===== src/fetch_pkg.sv =====
`default_nettype none

package fetch_pkg;

    typedef logic [31:0] word_t;   // instruction or pc
    typedef logic [3:0]  ptr_t;    // fifo pointer, wraps at depth
    typedef logic [3:0]  count_t;  // fifo occupancy

    localparam int     FIFO_DEPTH = 16;
    localparam count_t FULL_LEVEL = 4'd14;  // two more words would not fit
    localparam word_t  RESET_PC   = 32'hbfc00000;

    // primary opcodes, inst[31:26]
    localparam logic [5:0] OP_SPECIAL = 6'h00;
    localparam logic [5:0] OP_REGIMM  = 6'h01;
    localparam logic [5:0] OP_J       = 6'h02;
    localparam logic [5:0] OP_JAL     = 6'h03;
    localparam logic [5:0] OP_BEQ     = 6'h04;
    localparam logic [5:0] OP_BNE     = 6'h05;
    localparam logic [5:0] OP_BLEZ    = 6'h06;
    localparam logic [5:0] OP_BGTZ    = 6'h07;

    // SPECIAL function field, inst[5:0]
    localparam logic [5:0] FN_JR      = 6'h08;
    localparam logic [5:0] FN_JALR    = 6'h09;

    typedef enum logic [1:0] {
        FETCH_IDLE,  // free to request
        FETCH_WAIT,  // one request outstanding
        FETCH_DROP   // outstanding response is stale
    } fetch_state_t;

endpackage

`default_nettype wire


===== src/fetch_wr_if.sv =====
`timescale 1ns/1ps
`default_nettype none

// two-slot write from the fetch unit into the instruction fifo
interface fetch_wr_if import fetch_pkg::*; ();

    logic  write_en1;    // slot 1 strobe
    logic  write_en2;    // slot 2, only together with slot 1
    word_t write_pc1;
    word_t write_pc2;
    word_t write_inst1;
    word_t write_inst2;

    modport fetch (
        output write_en1, write_en2,
        output write_pc1, write_pc2,
        output write_inst1, write_inst2
    );

    modport fifo (
        input write_en1, write_en2,
        input write_pc1, write_pc2,
        input write_inst1, write_inst2
    );

endinterface

`default_nettype wire


===== src/inst_fetch.sv =====
`timescale 1ns/1ps
`default_nettype none

module inst_fetch import fetch_pkg::*; (
    input  wire logic  clk,
    input  wire logic  fifo_rst,
    input  wire logic  full,
    input  wire logic  redirect_valid,
    input  wire word_t redirect_pc,
    input  wire logic  inst_ok,
    input  wire logic  inst_ok_2,
    input  wire word_t inst_rdata1,
    input  wire word_t inst_rdata2,
    output logic       flush,
    output logic       inst_req,
    output word_t      inst_addr,
    fetch_wr_if.fetch  wr
);

    fetch_state_t state;
    word_t        pc;
    logic         resp_take;  // response written this cycle

    assign flush     = redirect_valid;
    assign inst_addr = pc;  // pc is steady while a request is outstanding

    // a response racing a redirect is thrown away
    assign resp_take = (state == FETCH_WAIT) && inst_ok && !redirect_valid;

    assign wr.write_en1   = resp_take;
    assign wr.write_en2   = resp_take && inst_ok_2;
    assign wr.write_pc1   = pc;
    assign wr.write_pc2   = pc + 32'd4;
    assign wr.write_inst1 = inst_rdata1;
    assign wr.write_inst2 = inst_rdata2;

    always_ff @(posedge clk) begin
        if (fifo_rst) begin
            state    <= FETCH_IDLE;
            inst_req <= 1'b0;
            pc       <= RESET_PC;
        end else begin
            inst_req <= 1'b0;  // single-cycle strobe

            if (redirect_valid)
                pc <= redirect_pc;
            else if (resp_take)
                pc <= pc + (inst_ok_2 ? 32'd8 : 32'd4);

            case (state)
                FETCH_IDLE: begin
                    if (!full && !redirect_valid) begin
                        inst_req <= 1'b1;
                        state    <= FETCH_WAIT;
                    end
                end
                FETCH_WAIT: begin
                    if (inst_ok)
                        state <= FETCH_IDLE;  // consumed, written or dropped
                    else if (redirect_valid)
                        state <= FETCH_DROP;
                end
                FETCH_DROP: begin
                    if (inst_ok)
                        state <= FETCH_IDLE;  // stale words discarded
                end
                default: state <= FETCH_IDLE;
            endcase
        end
    end

endmodule

`default_nettype wire


===== src/inst_fifo.sv =====
`timescale 1ns/1ps
`default_nettype none

module inst_fifo import fetch_pkg::*; (
    input  wire logic clk,
    input  wire logic fifo_rst,
    input  wire logic flush,
    fetch_wr_if.fifo  wr,
    input  wire logic read_en1,
    input  wire logic read_en2,
    input  wire logic master_is_branch,
    output logic      head_valid1,
    output logic      head_valid2,
    output word_t     head_inst1,
    output word_t     head_inst2,
    output word_t     head_pc1,
    output word_t     head_pc2,
    output logic      in_delayslot,
    output logic      full
);

    word_t  inst_mem [FIFO_DEPTH];
    word_t  pc_mem   [FIFO_DEPTH];

    ptr_t   wr_ptr;
    ptr_t   rd_ptr;
    count_t count;

    logic   empty;
    logic   almost_empty;  // exactly one entry
    logic   rd1;
    logic   rd2;

    assign full         = (count >= FULL_LEVEL);
    assign empty        = (count == 4'd0);
    assign almost_empty = (count == 4'd1);

    // reads that actually remove entries
    assign rd1 = read_en1 && !empty;
    assign rd2 = rd1 && read_en2 && !almost_empty;

    // storage, slot 2 lands right behind slot 1
    always_ff @(posedge clk) begin
        if (wr.write_en1) begin
            inst_mem[wr_ptr] <= wr.write_inst1;
            pc_mem[wr_ptr]   <= wr.write_pc1;
        end
        if (wr.write_en2) begin
            inst_mem[wr_ptr + 4'd1] <= wr.write_inst2;
            pc_mem[wr_ptr + 4'd1]   <= wr.write_pc2;
        end
    end

    always_ff @(posedge clk) begin
        if (fifo_rst || flush)
            wr_ptr <= '0;
        else if (wr.write_en1 && wr.write_en2)
            wr_ptr <= wr_ptr + 4'd2;
        else if (wr.write_en1)
            wr_ptr <= wr_ptr + 4'd1;
    end

    always_ff @(posedge clk) begin
        if (fifo_rst || flush)
            rd_ptr <= '0;
        else if (rd2)
            rd_ptr <= rd_ptr + 4'd2;
        else if (rd1)
            rd_ptr <= rd_ptr + 4'd1;
    end

    // writes counted first, slot 1 before slot 2
    always_ff @(posedge clk) begin
        if (fifo_rst || flush) begin
            count <= '0;
        end else begin
            case ({wr.write_en1, wr.write_en2, rd1, rd2})
                4'b1100:          count <= count + 4'd2;
                4'b1110, 4'b1000: count <= count + 4'd1;
                4'b1011, 4'b0010: count <= count - 4'd1;
                4'b0011:          count <= count - 4'd2;
                default:          count <= count;  // 1111, 1010, idle
            endcase
        end
    end

    // head pair follows count one edge later
    always_ff @(posedge clk) begin
        if (fifo_rst || flush) begin
            head_valid1 <= 1'b0;
            head_valid2 <= 1'b0;
        end else begin
            head_valid1 <= !empty;
            head_valid2 <= !empty && !almost_empty;
        end
    end

    always_ff @(posedge clk) begin
        head_inst1 <= inst_mem[rd_ptr];
        head_inst2 <= inst_mem[rd_ptr + 4'd1];
        head_pc1   <= pc_mem[rd_ptr];
        head_pc2   <= pc_mem[rd_ptr + 4'd1];
    end

    // a branch leaving alone puts the next master in its delay slot
    // held between reads so it lines up with the refreshed head
    always_ff @(posedge clk) begin
        if (fifo_rst)
            in_delayslot <= 1'b0;
        else if (rd1)
            in_delayslot <= master_is_branch && !rd2;
    end

endmodule

`default_nettype wire


===== src/issue_select.sv =====
`timescale 1ns/1ps
`default_nettype none

module issue_select import fetch_pkg::*; (
    input  wire logic  clk,
    input  wire logic  fifo_rst,
    input  wire logic  issue_stall,
    input  wire logic  head_valid1,
    input  wire logic  head_valid2,
    input  wire word_t head_inst1,
    input  wire word_t head_inst2,
    input  wire word_t head_pc1,
    input  wire word_t head_pc2,
    output logic       read_en1,
    output logic       read_en2,
    output logic       master_is_branch,
    output logic       issue_valid1,
    output logic       issue_valid2,
    output word_t      issue_inst1,
    output word_t      issue_inst2,
    output word_t      issue_pc1,
    output word_t      issue_pc2
);

    logic       last_read;  // head not refreshed yet
    logic [4:0] m_dest;     // register written by the master
    logic       slave_dep;

    function automatic logic is_branch(word_t inst);
        logic [5:0] op;
        logic [5:0] fn;
        op = inst[31:26];
        fn = inst[5:0];
        case (op)
            OP_SPECIAL: is_branch = (fn == FN_JR) || (fn == FN_JALR);
            OP_REGIMM, OP_J, OP_JAL, OP_BEQ, OP_BNE, OP_BLEZ, OP_BGTZ:
                is_branch = 1'b1;
            default:    is_branch = 1'b0;
        endcase
    endfunction

    always_comb begin
        m_dest = 5'd0;
        case (head_inst1[31:26])
            OP_SPECIAL: m_dest = head_inst1[15:11];  // rd
            OP_JAL:     m_dest = 5'd31;              // link register
            default: begin
                // immediate alu and loads write rt
                if (head_inst1[31:29] == 3'b001 || head_inst1[31:29] == 3'b100)
                    m_dest = head_inst1[20:16];
            end
        endcase
    end

    assign slave_dep = (m_dest != 5'd0) &&
                       ((head_inst2[25:21] == m_dest) || (head_inst2[20:16] == m_dest));

    assign master_is_branch = is_branch(head_inst1);

    assign read_en1 = head_valid1 && !issue_stall && !last_read;
    assign read_en2 = read_en1 && head_valid2 && !is_branch(head_inst2) && !slave_dep;

    always_ff @(posedge clk) begin
        if (fifo_rst)
            last_read <= 1'b0;
        else
            last_read <= read_en1;
    end

    assign issue_valid1 = read_en1;
    assign issue_valid2 = read_en2;
    assign issue_inst1  = read_en1 ? head_inst1 : '0;
    assign issue_pc1    = read_en1 ? head_pc1   : '0;
    assign issue_inst2  = read_en2 ? head_inst2 : '0;
    assign issue_pc2    = read_en2 ? head_pc2   : '0;

endmodule

`default_nettype wire


===== src/fetch_top.sv =====
`timescale 1ns/1ps
`default_nettype none

module fetch_top import fetch_pkg::*; (
    input  wire logic  clk,
    input  wire logic  fifo_rst,
    input  wire logic  redirect_valid,
    input  wire word_t redirect_pc,
    input  wire logic  inst_ok,
    input  wire logic  inst_ok_2,
    input  wire word_t inst_rdata1,
    input  wire word_t inst_rdata2,
    input  wire logic  issue_stall,
    output logic       inst_req,
    output word_t      inst_addr,
    output logic       issue_valid1,
    output logic       issue_valid2,
    output word_t      issue_inst1,
    output word_t      issue_inst2,
    output word_t      issue_pc1,
    output word_t      issue_pc2,
    output logic       issue_in_delayslot
);

    logic  flush;
    logic  full;
    logic  head_valid1;
    logic  head_valid2;
    word_t head_inst1;
    word_t head_inst2;
    word_t head_pc1;
    word_t head_pc2;
    logic  read_en1;
    logic  read_en2;
    logic  master_is_branch;

    fetch_wr_if wr_bus ();

    inst_fetch u_fetch (
        .clk            (clk),
        .fifo_rst       (fifo_rst),
        .full           (full),
        .redirect_valid (redirect_valid),
        .redirect_pc    (redirect_pc),
        .inst_ok        (inst_ok),
        .inst_ok_2      (inst_ok_2),
        .inst_rdata1    (inst_rdata1),
        .inst_rdata2    (inst_rdata2),
        .flush          (flush),
        .inst_req       (inst_req),
        .inst_addr      (inst_addr),
        .wr             (wr_bus.fetch)
    );

    inst_fifo u_fifo (
        .clk              (clk),
        .fifo_rst         (fifo_rst),
        .flush            (flush),
        .wr               (wr_bus.fifo),
        .read_en1         (read_en1),
        .read_en2         (read_en2),
        .master_is_branch (master_is_branch),
        .head_valid1      (head_valid1),
        .head_valid2      (head_valid2),
        .head_inst1       (head_inst1),
        .head_inst2       (head_inst2),
        .head_pc1         (head_pc1),
        .head_pc2         (head_pc2),
        .in_delayslot     (issue_in_delayslot),
        .full             (full)
    );

    issue_select u_select (
        .clk              (clk),
        .fifo_rst         (fifo_rst),
        .issue_stall      (issue_stall),
        .head_valid1      (head_valid1),
        .head_valid2      (head_valid2),
        .head_inst1       (head_inst1),
        .head_inst2       (head_inst2),
        .head_pc1         (head_pc1),
        .head_pc2         (head_pc2),
        .read_en1         (read_en1),
        .read_en2         (read_en2),
        .master_is_branch (master_is_branch),
        .issue_valid1     (issue_valid1),
        .issue_valid2     (issue_valid2),
        .issue_inst1      (issue_inst1),
        .issue_inst2      (issue_inst2),
        .issue_pc1        (issue_pc1),
        .issue_pc2        (issue_pc2)
    );

endmodule

`default_nettype wire


===== config.mk =====
export PLATFORM = sky130hd
export DESIGN_NAME = fetch_top
export DESIGN_NICKNAME = d
export VERILOG_FILES = /design/src/fetch_pkg.sv /design/src/fetch_wr_if.sv /design/src/inst_fetch.sv /design/src/inst_fifo.sv /design/src/issue_select.sv /design/src/fetch_top.sv
export SDC_FILE = /design/constraint.sdc
export NUM_CORES = 2
export LEC_CHECK = 0
export BUFFER_PORTS_ARGS = -buffer_cell sky130_fd_sc_hd__buf_2
export CAP_MARGIN = 20
export CORE_AREA = 2 2 410 412
export CTS_CLUSTER_DIAMETER = 150
export DETAILED_ROUTE_END_ITERATION = 16
export DIE_AREA = 0 0 412 414
export PLACE_DENSITY = 0.58
export SYNTH_ARGS = -nofsm -noshare
export SYNTH_HDL_FRONTEND = slang
export SYNTH_SLANG_ARGS = --single-unit

===== constraint.sdc =====
create_clock -name clk -period 8.4 [get_ports clk]
set_input_delay 0 -clock clk [delete_from_list [all_inputs] [get_ports clk]]
set_output_delay 0 -clock clk [all_outputs]
set_load 0.02 [all_outputs]

**Word level (Yosys, flattened, before mapping)**

Memory sizes are Yosys's and may differ from the RTL's. A register that Yosys moved wholly into a read port is not among the register bits.
Cells that the tools add are included.

- Add/sub/neg operators: 10
- Order comparisons: 1
- Divide/modulo/power cells: 0
- Reduce and logical (&&, ||, !) cells: 45
- Shift-type cells: 0
- Bitwise gates (word level): 1
- Equality and inequality tests: 34
- Multiplexer cells: 26
- Multiply operators: 0

Operators with widths:

| cell | number |
|---|---|
| two-way mux 32 bit | 6 |
| == test 6 x 3 -> 1 bit (second input constant) | 8 |
| adder 32 x 3 -> 32 bit (second input constant) | 1 |
| adder 32 bit | 1 |
| == test 6 x 2 -> 1 bit (second input constant) | 4 |
| == test 6 x 4 -> 1 bit (second input constant) | 4 |
| two-way mux 4 bit | 5 |
| == test 4 bit (second input constant) | 4 |
| logical AND 1 bit | 16 |
| one-hot mux 4 bit (4 select lines) | 1 |
| OR reduction 7 bit | 2 |
| adder 4 x 1 -> 4 bit (second input constant) | 3 |
| adder 4 x 2 -> 4 bit (second input constant) | 3 |
| == test 6 x 1 -> 1 bit (second input constant) | 2 |
| zero test 6 bit | 2 |
| == test 5 bit | 2 |
| one-hot mux 5 bit (2 select lines) | 1 |
| zero test 1 bit | 9 |
| == test 4 x 2 -> 1 bit (second input constant) | 2 |
| two-way mux 2 bit | 4 |
| one-hot mux 2 bit (3 select lines) | 1 |
| nonzero test 2 bit | 3 |
| OR reduction 2 bit | 3 |
| logical OR 1 bit | 5 |
| 20 further kinds | 25 |

- Register bits after elaboration: 51
- Memory bits (writable): 1024
- Output and inout port bits: 164
- Bits in latches: 0
- Bits in read-only memories: 0
- Memories: 2

Memories:

| name | words | bits a word | read ports | clocked after memory_dff | write ports | RTL line | RTL |
|---|---|---|---|---|---|---|---|
| u_fifo.inst_mem | 16 | 32 | 2 | 2 | 2 | inst_fifo.sv:22 | `word_t inst_mem [FIFO_DEPTH];` |
| u_fifo.pc_mem | 16 | 32 | 2 | 2 | 2 | inst_fifo.sv:23 | `word_t pc_mem [FIFO_DEPTH];` |

**Depth between registers and ports, before layout**

- Word-level depth: 14
- Gate-level depth with buffers: 15

**Hierarchy**

Synthesis repeated with hierarchy kept, for this count alone.

- Cell total of the unflattened synthesis: 4083
- Area, all modules: 67662.4 um2

Modules (own cells, without submodules):

| module | area an instance (um2) | cells each | instances |
|---|---|---|---|
| inst_fifo | 62656.3 | 3395 | 1 |
| inst_fetch | 3164.3 | 407 | 1 |
| issue_select | 1841.8 | 281 | 1 |

**Least setup slack after synthesis**

No wires, ideal clock.

- Path type: register -> register
- Start: register u_fetch.state[1]
- End: memory u_fifo.inst_mem[12][0] (netlist bit), enable pin
- Clock period less this slack: 6339 ps
- Cell stages (with the launch flop): 6
- Data required time: 7826 ps
- Setup slack: 2061 ps
- Data arrival time: 5765 ps
- Setup time: 574 ps
- Cell sequence: dfxtp_1 > nand3b_1 > nor2_1 > clkbuf_1 > nand2_1 > o21ai_0

RTL lines:

| element | RTL line | RTL |
|---|---|---|
| from (decl) | inst_fetch.sv:20 | `fetch_state_t state;` |
| from (signal assigned) | inst_fetch.sv:39 | `state <= FETCH_IDLE;` |
| from (signal assigned) | inst_fetch.sv:54 | `state <= FETCH_WAIT;` |
| from (signal assigned) | inst_fetch.sv:59 | `state <= FETCH_IDLE;` |
| to (decl) | inst_fifo.sv:22 |  |

==> reports/metrics.cfg <==
[outcome]
status = complete, no violations

[finish]
nets = 5804
layout-drive-gt1-share = 0.2277
fill_cells = 14680
area_growth_pct = 15.09
final_common_cell = nand2_1
layout_common_cells = nand2_1, edfxtp_1, mux4_2, nor2_1, xor2_1

[logic_synthesis]
ys_async_sr_fraction = 0
synth-seq-area-share = 0.5182
synth.avg_cell_area_um2 = 11.95
synth_edf_count = 1024
ys.flop_type = edfxtp_1
yosys_warnings = 0
synth.distinct_cells = 66
syn-instance-count = 5543
synth_area_um2 = 66250
synth-seq-cells = 1203
syn_nets = 5662

[floorplanning]
die-area_um2 = 170600
ios = 266
core_um2 = 166300
die_w_um = 412
initial_core_util = 0.3984
die_h_um = 414
num_rows = 150

[clock_tree]
clk_pin_slew_worst_paths_ns = 0.06
cts_buffer_depth = 3
cts_tree = done
clk_latency_ns = 0.80
cts-buffers-inserted = 134
cts-resized-gates = 0
htreeDepth = 4
clkSinkCount = 1203
clock-root-buffer = clkbuf_16

[grt]
grt_pass1_vias = 47050
grt_start_max_net_pins = 139
grt_overflow = 0
grt_pass1_wl_um = 343400
grt.total_usage = 0.2802
antenna_found_initial = 12

[sta]
drv_slew = 0
maxSlewHeadroom = 0.1881
finClkSkew_ns = 0.02943
setup_tns_ns = 0
timing.final.ws_setup_ns = 3.547
max_freq_mhz = 206.1
min_period_ns = 4.853
final.period_utilization = 0.5777
setup_viol = 0
hold_viol_final = 0
tightest_slew_ns = 1.218
rsz0062_at_grt = no

[placed_design]
port_buffers = 265
dpl_worst_slack_ns = 3.364
hpwl_um = 135700
routabilityCongestion = 0.8748

[routing]
drt-wirelength-per-cell_um = 30.21
drtPass1Iterations = 9
antenna_left = 0
avgViaCountPerCell = 6.019
vias = 48140
drt_iter0_drc = 6805
drt-total-wl_um = 241600
remaining_drc_errors = 0

[worst_setup_path]
cp_slowest_cell = buf_4
cp.depth = 8
end_kind = flip-flop
r2r_cells = 8
worstSetupStartpointType = flip-flop
slowest_delay_ns = 0.66
cp_common_cell = buf_4
path_max_fanout = 30
critical_path_class = reg -> reg
crit_arrival_ns = 5.26
path_cells = nand3b_1 -> or2_2 -> nor2_2 -> buf_4 -> nand3_4 -> o21ai_4 -> buf_4 -> buf_4
crit_family = simple AND/OR/NAND/NOR gates
crit_buf_inv = 3
worst_ep_required_time_ns = 8.81

[pwr]
powerDensity_nw_per_um2 = 174.4
p_leak_nw = 28.11
peakVddDrop_mv = 0.1758

[hold_path]
min_path_cells = 3
hold_class = in -> reg

[flow_run]
maxCapViolations = 0

## cell families after synthesis
| family | Yosys count | share of synthesized area |
|---|---|---|
| buffers and inverters | 595 | 0.03428 |
| AND/OR/NAND/NOR | 2433 | 0.1495 |
| multiplexers | 656 | 0.2201 |
| adder cells (fa/ha/maj) | 17 | 0.003437 |
| AO/OA/AOI/OAI | 226 | 0.01994 |
| XOR/XNOR | 413 | 0.05460 |
| flip-flops | 1203 | 0.5182 |
## cell type report
| class | instances | area [um2] | share of cell area |
|---|---|---|---|
| multi-input combinational | 3745 | 30160 | 0.3955 |
| clock buffer | 190 | 3871 | 0.05077 |
| clock inverter | 53 | 644.4 | 0.008450 |
| sequential | 1203 | 34350 | 0.4504 |
| antenna | 3 | 7.507 | 0.00009845 |
| inverter | 13 | 50.05 | 0.0006563 |
| tap | 2204 | 2758 | 0.03616 |
| timing repair buffer | 588 | 4415 | 0.05790 |
## repair_timing
item | in CTS | in global routing
hold endpoints to repair | 556 | 0
buffers inserted | 0 | 0
hold buffers | 194 | 0
## worst register-to-register path: cells and delay by family (launching register included)
family          cells  cell delay, ns
buf+inv             3            1.68
flops               1            0.40
simple gates        4            1.84
compound gates      1            0.47
## Yosys cell counts, types with 11 or more instances
master / instances / area, um2
xnor2_1: 106 / 928.4
nand2b_1: 14 / 87.58
o21ai_0: 139 / 695.7
dfxtp_1: 179 / 3583
mux4_2: 640 / 14410
nor2_1: 384 / 1441
mux2i_1: 13 / 130.1
xor2_1: 307 / 2689
buf_2: 12 / 60.06
nor3_1: 26 / 130.1
clkbuf_1: 432 / 1622
nand3_1: 35 / 175.2
ha_1: 15 / 187.7
edfxtp_1: 1024 / 30750
nand2_1: 1769 / 6640
or3_1: 11 / 68.82
and3_1: 71 / 444.2
a21oi_1: 40 / 200.2
and2_1: 67 / 419.2
buf_1: 135 / 506.7
inv_1: 13 / 48.80
## state kept, by name, summed over array words and instances (netlist names), 2 cells and up
register / cells
u_fifo.head_inst1: 32
u_fifo.pc_mem: 512
u_fifo.head_pc1: 32
u_fetch.state: 2
u_fifo.inst_mem: 512
u_fifo.rd_ptr: 4
u_fifo.wr_ptr: 4
u_fifo.head_pc2: 32
u_fetch.inst_addr: 32
u_fifo.count: 4
u_fifo.head_inst2: 32
## through the flow
| step | util | power (W) | instances | instance area, um2 | hold slack, ns |
|---|---|---|---|---|---|
| 2_1_floorplan | - | 0.007016 | 5543 | 66250 | 0.07660 |
| 3_3_place_gp | 0.4185 | 0.007159 | 7547 | 69580 | 0.2081 |
| 3_5_place_dp | 0.4185 | 0.007173 | 7548 | 69590 | 0.2145 |
| 4_1_cts | 0.4574 | 0.01332 | 7985 | 76050 | 0.1103 |
| 5_1_grt | 0.4585 | 0.01361 | 7997 | 76250 | 0.1774 |
| 6_report | 0.4586 | 0.01330 | 7999 | 76250 | 0.1690 |
## final timing paths
kind	from	end	slack [ns]
setup / recovery	u_fetch.state[0]	u_fifo.inst_mem[2][20]	3.55
hold / removal	inst_ok	u_fetch.state[0]	0.17
setup reg to reg	u_fetch.state[0]	u_fifo.inst_mem[2][20]	3.55
hold reg to reg	u_fetch.state[1]	u_fetch.state[0]	0.49
## routing by layer
layer,global-route usage,vias up,share of wire
met5,0,-,0.00036
met4,0.1261,14,0.050
met3,0.05963,638,0.11
li1,-,19980,-
met1,0.3683,24300,0.37
met2,0.4458,3214,0.47
## power by group
group          switching [W]  internal, W  leakage (nW)  total, W
registers          0.0000342      0.00650          10.7   0.00653
clock network        0.00254      0.00362          2.21   0.00616
logic               0.000365     0.000242          15.1  0.000607
total                0.00294       0.0104          28.1    0.0133
Power figures use the tool's default switching activity.
